File: src/source/decode_pkg.sv
`default_nettype none

package decode_pkg;

    localparam int decode_width = 4;  // slots per fetch bundle.
    localparam int imm_width = 13;    // wide enough for the B-immediate.
    localparam int xlen = 32;
    localparam int reg_width = 5;
    localparam int csr_id_width = 12;

    // major opcodes, low two bits included.
    localparam logic [6:0] opc_lui = 7'b0110111;
    localparam logic [6:0] opc_auipc = 7'b0010111;
    localparam logic [6:0] opc_jal = 7'b1101111;
    localparam logic [6:0] opc_jalr = 7'b1100111;
    localparam logic [6:0] opc_branch = 7'b1100011;
    localparam logic [6:0] opc_load = 7'b0000011;
    localparam logic [6:0] opc_store = 7'b0100011;
    localparam logic [6:0] opc_op_imm = 7'b0010011;
    localparam logic [6:0] opc_op_reg = 7'b0110011;
    localparam logic [6:0] opc_system = 7'b1110011;

    typedef enum logic [3:0] {
        kind_lui = 4'd0,
        kind_auipc = 4'd1,
        kind_jal = 4'd2,
        kind_jalr = 4'd3,
        kind_branch = 4'd4,
        kind_load = 4'd5,
        kind_store = 4'd6,
        kind_op_imm = 4'd7,
        kind_op_reg = 4'd8,
        kind_system = 4'd9,
        kind_unknown = 4'd10
    } op_kind_e;

    typedef enum logic [4:0] {
        int_add = 5'd0,
        int_lui = 5'd1,
        int_slt = 5'd2,   // sltu as well, with uext set.
        int_sub = 5'd3,
        int_xor = 5'd4,
        int_and = 5'd5,
        int_or = 5'd6,
        int_sll = 5'd8,
        int_srl = 5'd9,
        int_sra = 5'd10,
        int_auipc = 5'd12
    } int_op_e;

    typedef enum logic [2:0] {
        br_beq = 3'd0,
        br_bne = 3'd1,
        br_blt = 3'd2,    // bltu too when uext is set.
        br_bge = 3'd3,    // bgeu too when uext is set.
        br_jal = 3'd4,
        br_jalr = 3'd5
    } branch_op_e;

    // bit 3 store, bit 2 unsigned, bit 1 word, bit 0 half.
    typedef enum logic [3:0] {
        mem_lb = 4'b0000,
        mem_lh = 4'b0001,
        mem_lw = 4'b0010,
        mem_lbu = 4'b0100,
        mem_lhu = 4'b0101,
        mem_sb = 4'b1000,
        mem_sh = 4'b1001,
        mem_sw = 4'b1010
    } mem_op_e;

    typedef struct packed {
        op_kind_e kind;
        logic intv;
        logic branchv;
        logic memv;
        logic csrv;
        int_op_e intop;
        branch_op_e branchop;
        mem_op_e memop;
        logic [2:0] csrop;
        logic [csr_id_width-1:0] csrid;
        logic uext;
        logic immv;
        logic [imm_width-1:0] imm;
        logic [reg_width-1:0] rs1;
        logic [reg_width-1:0] rs2;
        logic [reg_width-1:0] rd;
        logic we;
    } decode_info_t;

    typedef struct packed {
        logic valid;
        logic [xlen-1:0] inst;
        logic [xlen-1:0] pc;
    } fetch_slot_t;

    typedef struct packed {
        logic valid;
        logic [xlen-1:0] pc;
        decode_info_t info;
        logic raw_dep;    // set when an earlier slot of the bundle writes a source.
    } dispatch_slot_t;

endpackage

`default_nettype wire

File: src/source/decode_stage.sv
`default_nettype none

module decode_stage (
    input wire logic clk,
    input wire logic reset,
    input wire logic flush,
    input wire logic fetch_valid,
    input wire logic [decode_pkg::decode_width-1:0] fetch_mask,
    input wire logic [decode_pkg::xlen-1:0] fetch_pc,
    input wire logic [decode_pkg::xlen-1:0] fetch_inst [decode_pkg::decode_width],
    output wire decode_pkg::dispatch_slot_t dispatch_slots [decode_pkg::decode_width],
    output wire logic dispatch_valid
);

    wire decode_pkg::fetch_slot_t fetch_slots [decode_pkg::decode_width];
    wire decode_pkg::decode_info_t infos [decode_pkg::decode_width];
    wire decode_pkg::dispatch_slot_t decoded [decode_pkg::decode_width];

    fetch_latch u_fetch_latch (
        .clk(clk),
        .reset(reset),
        .flush(flush),
        .fetch_valid(fetch_valid),
        .fetch_mask(fetch_mask),
        .fetch_pc(fetch_pc),
        .fetch_inst(fetch_inst),
        .slots(fetch_slots)
    );

    for (genvar i = 0; i < decode_pkg::decode_width; i++) begin : g_dec
        decode_unit u_decode_unit (
            .inst(fetch_slots[i].inst),
            .info(infos[i])
        );

        assign decoded[i] = decode_pkg::dispatch_slot_t'{   // raw_dep is filled in later.
            valid: fetch_slots[i].valid,
            pc: fetch_slots[i].pc,
            info: infos[i],
            raw_dep: 1'b0
        };
    end

    dispatch_reg u_dispatch_reg (
        .clk(clk),
        .reset(reset),
        .flush(flush),
        .slots_in(decoded),
        .slots_out(dispatch_slots),
        .dispatch_valid(dispatch_valid)
    );

endmodule

`default_nettype wire

File: src/source/decode_unit.sv
`default_nettype none

module decode_unit (
    input wire logic [decode_pkg::xlen-1:0] inst,
    output decode_pkg::decode_info_t info
);

    logic [6:0] opcode;
    logic [2:0] funct3;
    logic alt;
    decode_pkg::op_kind_e kind;
    logic is_shift;
    logic is_csr;
    logic use_rs1;
    logic use_rs2;
    logic use_rd;
    logic [decode_pkg::reg_width-1:0] rd;
    logic [decode_pkg::imm_width-1:0] imm_b;
    logic [decode_pkg::imm_width-1:0] imm_s;
    logic [decode_pkg::imm_width-1:0] imm_i;
    logic [decode_pkg::imm_width-1:0] imm_shamt;
    logic [decode_pkg::imm_width-1:0] imm_csr;

    // shared by op_imm and op_reg, which differ only in sub.
    function automatic decode_pkg::int_op_e alu_op(input logic [2:0] f3, input logic alt_sub,
                                                   input logic alt_shift);
        decode_pkg::int_op_e op;
        case (f3)
            3'b000: op = alt_sub ? decode_pkg::int_sub : decode_pkg::int_add;
            3'b001: op = decode_pkg::int_sll;
            3'b010, 3'b011: op = decode_pkg::int_slt;
            3'b100: op = decode_pkg::int_xor;
            3'b101: op = alt_shift ? decode_pkg::int_sra : decode_pkg::int_srl;
            3'b110: op = decode_pkg::int_or;
            default: op = decode_pkg::int_and;
        endcase
        return op;
    endfunction

    assign opcode = inst[6:0];
    assign funct3 = inst[14:12];
    assign alt = inst[30];

    // compressed words never match, since each opcode ends in 2'b11.
    always_comb begin
        case (opcode)
            decode_pkg::opc_lui: kind = decode_pkg::kind_lui;
            decode_pkg::opc_auipc: kind = decode_pkg::kind_auipc;
            decode_pkg::opc_jal: kind = decode_pkg::kind_jal;
            decode_pkg::opc_jalr: kind = decode_pkg::kind_jalr;
            decode_pkg::opc_branch: kind = decode_pkg::kind_branch;
            decode_pkg::opc_load: kind = decode_pkg::kind_load;
            decode_pkg::opc_store: kind = decode_pkg::kind_store;
            decode_pkg::opc_op_imm: kind = decode_pkg::kind_op_imm;
            decode_pkg::opc_op_reg: kind = decode_pkg::kind_op_reg;
            decode_pkg::opc_system: kind = decode_pkg::kind_system;
            default: kind = decode_pkg::kind_unknown;
        endcase
    end

    assign is_shift = (kind == decode_pkg::kind_op_imm) && (funct3[1:0] == 2'b01);
    assign is_csr = (kind == decode_pkg::kind_system) && (funct3[1:0] != 2'b00);

    assign use_rs1 = kind inside {decode_pkg::kind_jalr, decode_pkg::kind_branch,
                                  decode_pkg::kind_load, decode_pkg::kind_store,
                                  decode_pkg::kind_op_imm, decode_pkg::kind_op_reg,
                                  decode_pkg::kind_system};
    assign use_rs2 = kind inside {decode_pkg::kind_branch, decode_pkg::kind_store,
                                  decode_pkg::kind_op_reg} || (is_csr && !funct3[2]);
    assign use_rd = kind inside {decode_pkg::kind_lui, decode_pkg::kind_auipc,
                                 decode_pkg::kind_jal, decode_pkg::kind_jalr,
                                 decode_pkg::kind_load, decode_pkg::kind_op_imm,
                                 decode_pkg::kind_op_reg, decode_pkg::kind_system};

    assign rd = use_rd ? inst[11:7] : '0;

    assign imm_b = {inst[31], inst[7], inst[30:25], inst[11:8], 1'b0};
    assign imm_s = {inst[31], inst[31:25], inst[11:7]};   // sign extended to imm_width.
    assign imm_i = {inst[31], inst[31:20]};
    assign imm_shamt = {{(decode_pkg::imm_width - 5){1'b0}}, inst[24:20]};
    assign imm_csr = {{(decode_pkg::imm_width - 5){1'b0}}, inst[19:15]};  // zimm of csr forms.

    always_comb begin
        info = '0;
        info.kind = kind;
        info.rs1 = use_rs1 ? inst[19:15] : '0;
        info.rs2 = use_rs2 ? inst[24:20] : '0;
        info.rd = rd;
        info.we = (rd != '0);

        if (kind == decode_pkg::kind_branch) begin
            info.imm = imm_b;
        end else if (is_shift) begin
            info.imm = imm_shamt;
        end else if (is_csr) begin
            info.imm = imm_csr;
        end else if (kind == decode_pkg::kind_store) begin
            info.imm = imm_s;
        end else if (kind == decode_pkg::kind_jal) begin
            info.imm = '0;
        end else begin
            info.imm = imm_i;
        end

        case (kind)
            decode_pkg::kind_lui: begin
                info.intv = 1'b1;
                info.intop = decode_pkg::int_lui;
            end
            decode_pkg::kind_auipc: begin
                info.intv = 1'b1;
                info.intop = decode_pkg::int_auipc;
            end
            decode_pkg::kind_jal: begin
                info.branchv = 1'b1;
                info.branchop = decode_pkg::br_jal;
            end
            decode_pkg::kind_jalr: begin
                info.branchv = 1'b1;
                info.branchop = decode_pkg::br_jalr;
            end
            decode_pkg::kind_branch: begin
                info.branchv = 1'b1;
                info.uext = funct3[2] & funct3[1];   // bltu and bgeu.
                case (funct3)
                    3'b001: info.branchop = decode_pkg::br_bne;
                    3'b100, 3'b110: info.branchop = decode_pkg::br_blt;
                    3'b101, 3'b111: info.branchop = decode_pkg::br_bge;
                    default: info.branchop = decode_pkg::br_beq;
                endcase
            end
            decode_pkg::kind_load: begin
                info.memv = 1'b1;
                info.uext = funct3[2];
                case (funct3)
                    3'b001: info.memop = decode_pkg::mem_lh;
                    3'b010: info.memop = decode_pkg::mem_lw;
                    3'b100: info.memop = decode_pkg::mem_lbu;
                    3'b101: info.memop = decode_pkg::mem_lhu;
                    default: info.memop = decode_pkg::mem_lb;
                endcase
            end
            decode_pkg::kind_store: begin
                info.memv = 1'b1;
                case (funct3)
                    3'b001: info.memop = decode_pkg::mem_sh;
                    3'b010: info.memop = decode_pkg::mem_sw;
                    default: info.memop = decode_pkg::mem_sb;
                endcase
            end
            decode_pkg::kind_op_imm: begin
                info.intv = 1'b1;
                info.immv = 1'b1;
                info.uext = (funct3 == 3'b011);
                info.intop = alu_op(funct3, 1'b0, alt);
            end
            decode_pkg::kind_op_reg: begin
                info.intv = 1'b1;
                info.uext = (funct3 == 3'b011);
                info.intop = alu_op(funct3, alt, alt);
            end
            decode_pkg::kind_system: begin
                info.csrv = is_csr;   // ecall and ebreak carry no csr access.
                info.csrop = funct3;
                info.csrid = inst[31:20];
            end
            default: begin
            end
        endcase
    end

endmodule

`default_nettype wire

File: src/source/dispatch_reg.sv
`default_nettype none

module dispatch_reg (
    input wire logic clk,
    input wire logic reset,
    input wire logic flush,
    input wire decode_pkg::dispatch_slot_t slots_in [decode_pkg::decode_width],
    output decode_pkg::dispatch_slot_t slots_out [decode_pkg::decode_width],
    output logic dispatch_valid
);

    logic [decode_pkg::decode_width-1:0] raw_dep;
    logic [decode_pkg::decode_width-1:0] valid_q;
    logic [decode_pkg::decode_width-1:0] raw_dep_q;
    logic [decode_pkg::xlen-1:0] pc_q [decode_pkg::decode_width];
    decode_pkg::decode_info_t info_q [decode_pkg::decode_width];

    // we implies a nonzero rd, so a match never fires on x0.
    always_comb begin
        for (int i = 0; i < decode_pkg::decode_width; i++) begin
            raw_dep[i] = 1'b0;
            for (int j = 0; j < i; j++) begin
                if (slots_in[j].valid && slots_in[j].info.we &&
                    (slots_in[j].info.rd == slots_in[i].info.rs1 ||
                     slots_in[j].info.rd == slots_in[i].info.rs2)) begin
                    raw_dep[i] = 1'b1;
                end
            end
        end
    end

    always_ff @(posedge clk) begin
        if (reset || flush) begin
            valid_q <= '0;
        end else begin
            for (int i = 0; i < decode_pkg::decode_width; i++) begin
                valid_q[i] <= slots_in[i].valid;
            end
        end
    end

    always_ff @(posedge clk) begin
        raw_dep_q <= raw_dep;
        for (int i = 0; i < decode_pkg::decode_width; i++) begin
            pc_q[i] <= slots_in[i].pc;
            info_q[i] <= slots_in[i].info;
        end
    end

    always_comb begin
        for (int i = 0; i < decode_pkg::decode_width; i++) begin
            slots_out[i].valid = valid_q[i];
            slots_out[i].pc = pc_q[i];
            slots_out[i].info = info_q[i];
            slots_out[i].raw_dep = raw_dep_q[i];
        end
    end

    assign dispatch_valid = |valid_q;

endmodule

`default_nettype wire

File: src/source/fetch_latch.sv
`default_nettype none

module fetch_latch (
    input wire logic clk,
    input wire logic reset,
    input wire logic flush,
    input wire logic fetch_valid,
    input wire logic [decode_pkg::decode_width-1:0] fetch_mask,
    input wire logic [decode_pkg::xlen-1:0] fetch_pc,
    input wire logic [decode_pkg::xlen-1:0] fetch_inst [decode_pkg::decode_width],
    output decode_pkg::fetch_slot_t slots [decode_pkg::decode_width]
);

    logic [decode_pkg::decode_width-1:0] valid_q;
    logic [decode_pkg::xlen-1:0] inst_q [decode_pkg::decode_width];
    logic [decode_pkg::xlen-1:0] pc_q [decode_pkg::decode_width];

    always_ff @(posedge clk) begin
        if (reset || flush) begin
            valid_q <= '0;
        end else begin
            valid_q <= fetch_mask & {decode_pkg::decode_width{fetch_valid}};
        end
    end

    always_ff @(posedge clk) begin
        if (fetch_valid && !flush && !reset) begin
            for (int i = 0; i < decode_pkg::decode_width; i++) begin
                inst_q[i] <= fetch_inst[i];
                pc_q[i] <= fetch_pc + decode_pkg::xlen'(4 * i);  // one word per slot.
            end
        end
    end

    always_comb begin
        for (int i = 0; i < decode_pkg::decode_width; i++) begin
            slots[i].valid = valid_q[i];
            slots[i].inst = inst_q[i];
            slots[i].pc = pc_q[i];
        end
    end

endmodule

`default_nettype wire

File: config.mk
export PLATFORM = sky130hd
export DESIGN_NAME = decode_stage
export DESIGN_NICKNAME = d
export VERILOG_FILES = /design/src/source/decode_pkg.sv /design/src/source/decode_stage.sv /design/src/source/decode_unit.sv /design/src/source/dispatch_reg.sv /design/src/source/fetch_latch.sv
export SDC_FILE = /design/constraint.sdc
export NUM_CORES = 1
export LEC_CHECK = 0
export ABC_CLOCK_PERIOD_IN_PS = 7500
export BUFFER_PORTS_ARGS = -buffer_cell sky130_fd_sc_hd__buf_4
export CORE_AREA = 2 2 221 223
export CTS_CLUSTER_SIZE = 16
export DETAILED_ROUTE_END_ITERATION = 10
export DIE_AREA = 0 0 223 225
export GPL_ROUTABILITY_DRIVEN = 0
export PLACE_DENSITY = 0.71
export SYNTH_ARGS = -nofsm -noshare
export SYNTH_HDL_FRONTEND = slang
export SYNTH_SLANG_ARGS = --single-unit
File: constraint.sdc
create_clock -name clk -period 7.5 [get_ports clk]
set_input_delay 0 -clock clk [delete_from_list [all_inputs] [get_ports clk]]
set_output_delay 0 -clock clk [all_outputs]
set_load 0.01 [all_outputs]
Word-level counts from Yosys, hierarchy flattened
Memory sizes are Yosys's and may differ from the RTL's. Index checks and enable logic that the tools add are counted.

Add/sub/neg operators: 3. Equal/unequal tests: 120. Mux-type cells: 109. Bitwise operators: 5. Reduce and logical (&&, ||, !) cells: 98.

Operators with widths (count): $mux W13 (20); $pmux W5 S6 (8); $pmux W4 S10 (4); $eq A7 B7 Y1 const B (16); $eq A7 B6 Y1 const B (12); $pmux W5 S4 (4); $add A32 B4 Y32 const B (2); $eq A4 B3 Y1 const B (16); $eq A5 B5 Y1 (12); $mux W15 (4); $mux W5 (12); $eq A7 B5 Y1 const B (8); $eq A3 B3 Y1 const B (16); $pmux W3 S4 (4); $reduce_or A2 Y1 (21); $pmux W3 S3 (4); $add A32 B3 Y32 const B (1); $eq A4 B2 Y1 const B (8); $eq A4 B4 Y1 const B (8); $pmux W4 S2 (4); $reduce_bool A8 Y1 (4); $eq A7 B2 Y1 const B (4); $reduce_bool A7 Y1 (4); $mux W1 (25); 20 further kinds (114).

Register bits: 11. Memory bits (writable): 648. Bits of input ports: 168. Output and inout bits: 401. Logic and storage cells: 344. Memories: 4.

Memories: u_dispatch_reg.info_q (depth 4, bits a word 66, rd ports 4, clocked after Yosys merged registers in 0, write ports 4, line dispatch_reg.sv:16) `decode_pkg::decode_info_t info_q [decode_pkg::decode_width];`; u_dispatch_reg.pc_q (depth 4, bits a word 32, rd ports 4, clocked after Yosys merged registers in 0, write ports 4, line dispatch_reg.sv:15) `logic [decode_pkg::xlen-1:0] pc_q [decode_pkg::decode_width];`; u_fetch_latch.inst_q (depth 4, bits a word 32, rd ports 4, clocked after Yosys merged registers in 0, write ports 4, line fetch_latch.sv:15) `logic [decode_pkg::xlen-1:0] inst_q [decode_pkg::decode_width];`; u_fetch_latch.pc_q (depth 4, bits a word 32, rd ports 4, clocked after Yosys merged registers in 0, write ports 4, line fetch_latch.sv:16) `logic [decode_pkg::xlen-1:0] pc_q [decode_pkg::decode_width];`.

Longest topological paths before layout
An unclocked memory read counts as a cell.

Word-level depth: 12. Gate-level depth with buffers: 10. Gate-level depth less buffers: 8.

Hierarchy
From an unflattened synthesis, not the netlist that was laid out.

Cell total of the unflattened synthesis: 1740. Area, all modules: 22576.7 um^2.

Modules (own cells, without submodules): fetch_latch (instances 1, cells an instance 508, area an instance 9250.1 um^2, seq. area each 7527.2 um^2); dispatch_reg (instances 1, cells an instance 503, area an instance 8758.4 um^2, seq. area each 7987.7 um^2); decode_unit (instances 4, cells an instance 182, area an instance 1141.1 um^2, seq. area each 0.0 um^2); decode_stage (instances 1, cells an instance 1, area an instance 3.8 um^2, seq. area each 0.0 um^2).

Least setup slack after synthesis
OpenSTA, ideal clock, no wires.

Path kind: input to register. Start point: input flush. End point: memory u_fetch_latch.inst_q[0][0] (netlist bit) (enable). Library setup time: 0.639 ns. Data arrival time: 5.933 ns. Data required time: 6.861 ns. Setup slack: 0.928 ns. Stages on the path: 2. Buffers on the path: 0. Cells stage by stage: nor2_1 -> and2_1.

RTL lines: start, declared (line decode_stage.sv:6) `input wire logic flush,`; end, declared (line fetch_latch.sv:15).

==> metrics.md <==
| Metric | Value |
|---|---|
| Fraction of synthesis flops using an asynchronous set or reset pin | `0` |
| Yosys top cell by area | `dfxtp_1` |
| Effective utilization at floorplan | `0.460` |
| Dominant cells by area after synthesis | `dfxtp_1 (36%), edfxtp_1 (34%), and2_1 (3.6%), xnor2_1 (3.2%), nand2_1 (2.1%)` |
| Number of nets in the finished design | `2622` |
| Io pins | `569` |
| Via density | `5.25` |
| Maximum fanout encountered on the critical timing path | `18` |
| Critical path class | `reg -> reg` |
| Outcome | `completed` |
| Number of sinks handled by clock tree synthesis | `639` |
| Layout overhead on the synthesized area | `38.7%` |
| Die area | `0.0502 mm²` |
| Die width | `223 µm` |
| Area taken by multi-input logic gates | `0.00592 mm²` |
| Slowest Stage Delay on Critical Path | `0.93 ns` |
| Clock tree from TritonCTS | `done` |
| Arrival time of the worst setup path | `3.59 ns` |
| Wirelength per Cell | `21.4 µm` |
| Register area share after synthesis | `0.699` |
| Setup Skew | `0.0222 ns` |
| Final number of max-transition violations | `0` |
| Number of synthesized flops with an enable pin | `248` |
| Flip-flop and latch count after synthesis | `639` |
| Cell family with most CP delay | `simple AND/OR/NAND/NOR gates` |
| Std-Cell Rows | `80` |
| Number of buffers created by CTS | `66` |
| Total standard cell area after synthesis | `0.0219 mm²` |
| Core footprint | `0.0475 mm²` |
| Tightest Pin Transition | `1.16 ns` |
| Post-Synthesis Cells | `1740` |
| Area taken by flip-flops and latches | `0.0153 mm²` |
| Fin Setup TNS | `0 ns` |
| Number of hold-slack violations in the final timing report | `0` |
| Detailed placer's ending HPWL | `47.4 mm` |
| Largest net degree at the start of global routing | `168` |
| Wire length of the first global-routing pass | `97.9 mm` |
| Required arrival time at the worst endpoint | `7.98 ns` |
| Number of post-CTS setup repair buffers | `0` |
| Category of the worst setup path launch point | `flip-flop` |
| Initial antenna violation count | `5` |
| Static leakage | `12.4 nW` |
| Prevailing post-synth register cell | `dfxtp_1` |
| Iteration-0 DRC Markers | `1680` |
| Area fraction of the dominant cell type after synthesis | `0.358` |
| Remaining number of nets flagged by the antenna check after routing | `0` |
| Total wire length | `66.8 mm` |
| Worst-path cell with the longest stage delay | `nor4bb_1` |
| Number of levels the H-tree was split into | `3` |
| Via count of the first global-routing pass | `16300` |
| Setup repair after global routing missed its margin | `false` |
| Post-cts resize count | `0` |
| Power density normalized to cell area | `250 mW/mm²` |
| Largest vdd supply drop | `0.251 mV` |
| Max Buffers Root-to-Sink | `3` |
| Number of buffer cells added on primary ports | `563` |
| Total overflow reported by the global router | `0` |
| Total of max-cap violations | `0` |
| # DRC | `0` |
| Die outline height | `225 µm` |
| Worst hold path type | `in -> reg` |
| DR vias | `16400` |
| Clock-pin slew on the worst setup and hold paths | `0.06 ns` |
| Minimum hold slack | `0.124 ns` |
| Fraction of final layout cells sized beyond drive strength 1 | `0.281` |
| Distinct cells, synth | `90` |
| Final setup violation count | `0` |
| Slew Limit Headroom | `0.227` |
| Final critical path time including I/O delays and setup | `3.11 ns` |
| Post-synthesis area per instance | `12.6 µm²` |
| Number of detailed-routing iterations run before antenna repair | `6` |
| Total global-route track usage | `0.259` |
| Latest clock arrival within the worst-skew pair | `0.60 ns` |
| WP buf/inv | `0` |
| # fillers | `3504` |
| Synth warnings | `0` |
| List of cells traversed by the critical path | `nor4bb_1 -> and3_1 -> nor2_1 -> a2bb2oi_1 -> and2_1 -> mux2_2` |
| Root buffer cell | `clkbuf_16` |
| Max Fclk | `321 MHz` |
| Final period util | `0.415` |
| Endpoint type of the worst setup path | `flip-flop` |
==> sequential cells by signal, indices dropped and copies added (netlist names) <==
| name | cells |
|---|---|
| u_dispatch_reg.info_q | 260 |
| u_dispatch_reg.raw_dep_q | 3 |
| u_fetch_latch.inst_q | 128 |
| u_dispatch_reg.pc_q | 120 |
| u_fetch_latch.pc_q | 120 |
| u_dispatch_reg.valid_q | 4 |
| u_fetch_latch.valid_q | 4 |
==> placed cells by master, fill, tap and decap left out, types with 12 or more instances in the layout <==
cell,netlist,routed
dfxtp_1,391,391
clkbuf_16,0,68
nand3_1,45,45
clkbuf_1,49,21
nor3_1,42,42
inv_1,49,49
a21oi_1,38,38
dlygate4sd3_1,0,171
nand2_1,122,122
edfxtp_1,248,248
buf_4,18,568
a22oi_1,18,18
a31oi_1,19,19
nand4_1,18,18
and3_1,14,14
and2_1,127,126
nor2_1,106,106
xor2_1,40,40
nand2b_1,18,18
nor2b_1,12,12
xnor2_1,79,79
o21ai_0,81,81
==> layout make-up <==
| type | instances | area share |
|---|---|---|
| well taps | 615 | 0.0254 |
| flip-flops and latches | 639 | 0.504 |
| clock buffers | 95 | 0.0614 |
| diodes | 5 | 0.000413 |
| clock inverters | 27 | 0.00990 |
| multi-input cells | 952 | 0.195 |
| repair buffers | 740 | 0.198 |
| inverters | 51 | 0.00631 |
==> cell usage after synthesis (3+ instances only) <==
cell type,instances
dfxtp_1,391
edfxtp_1,248
and2_1,127
nand2_1,122
nor2_1,106
o21ai_0,81
xnor2_1,79
clkbuf_1,49
inv_1,49
nand3_1,45
nor3_1,42
xor2_1,40
a21oi_1,38
buf_2,26
a31oi_1,19
a22oi_1,18
buf_4,18
nand2b_1,18
nand4_1,18
and3_1,14
nor2b_1,12
a211oi_1,10
nor4_1,10
nor4bb_1,10
nand3b_1,9
or2_2,7
a32oi_1,6
buf_1,6
nor3b_1,6
nor4b_1,6
o31ai_1,6
a222oi_1,5
o32ai_1,5
and4_1,4
ha_1,4
o21a_1,4
o21ai_1,4
a211o_1,3
and3b_1,3
o22ai_1,3
or2_1,3
==> per-stage QoR <==
| stage | instance area [µm²] | worst slack (ns) | utilization | instances | power, mW |
|---|---|---|---|---|---|
| 2_1_floorplan | 21900 | 0.928 | - | 1744 | 4.07 |
| 3_3_place_gp | 26400 | 4.55 | 0.556 | 2826 | 4.30 |
| 3_5_place_dp | 26400 | 4.41 | 0.556 | 2826 | 4.30 |
| 4_1_cts | 30300 | 4.40 | 0.638 | 3119 | 7.61 |
| 5_1_grt | 30300 | 4.15 | 0.638 | 3123 | 7.80 |
| 6_report | 30300 | 4.39 | 0.638 | 3124 | 7.57 |
==> logic make-up after synthesis <==
logic type	count (synthesis)	synth area share
multiplexers	2	0.00103
AND/OR/NAND/NOR	581	0.144
other	1	0.000172
adder cells (fa/ha/maj)	4	0.00229
XOR/XNOR	119	0.0477
flip-flops	639	0.699
buffers and inverters	153	0.0316
AO/OA/AOI/OAI	241	0.0750
==> final timing paths <==
check / from / endpoint / slack [ns] / cells after the start
hold reg to reg: u_fetch_latch.pc_q[3][6] / u_dispatch_reg.pc_q[3][6] / 0.33 / 0
setup reg to reg: u_fetch_latch.inst_q[0][2] / u_dispatch_reg.info_q[0][27] / 4.39 / 6
setup / recovery: u_fetch_latch.inst_q[0][2] / u_dispatch_reg.info_q[0][27] / 4.39 / 6
hold / removal: fetch_inst[90] / u_fetch_latch.inst_q[1][26] / 0.12 / 2
==> metal layers <==
layer | wire [µm] | track usage
met5 | 13 | 0
met4 | 2290 | 0.110
met3 | 6490 | 0.0782
met2 | 33000 | 0.446
met1 | 24900 | 0.300
==> where the power goes <==
part	internal, mW	switching, mW
registers	3.74	0.0951
clock network	1.89	1.36
logic	0.251	0.234
==> repair_timing <==
item	4_1_cts	5_1_grt
endpoints found under the setup margin	0	0
endpoints found under the hold margin	277	0
hold buffers	171	0
Power figures use the tool's default switching activity.
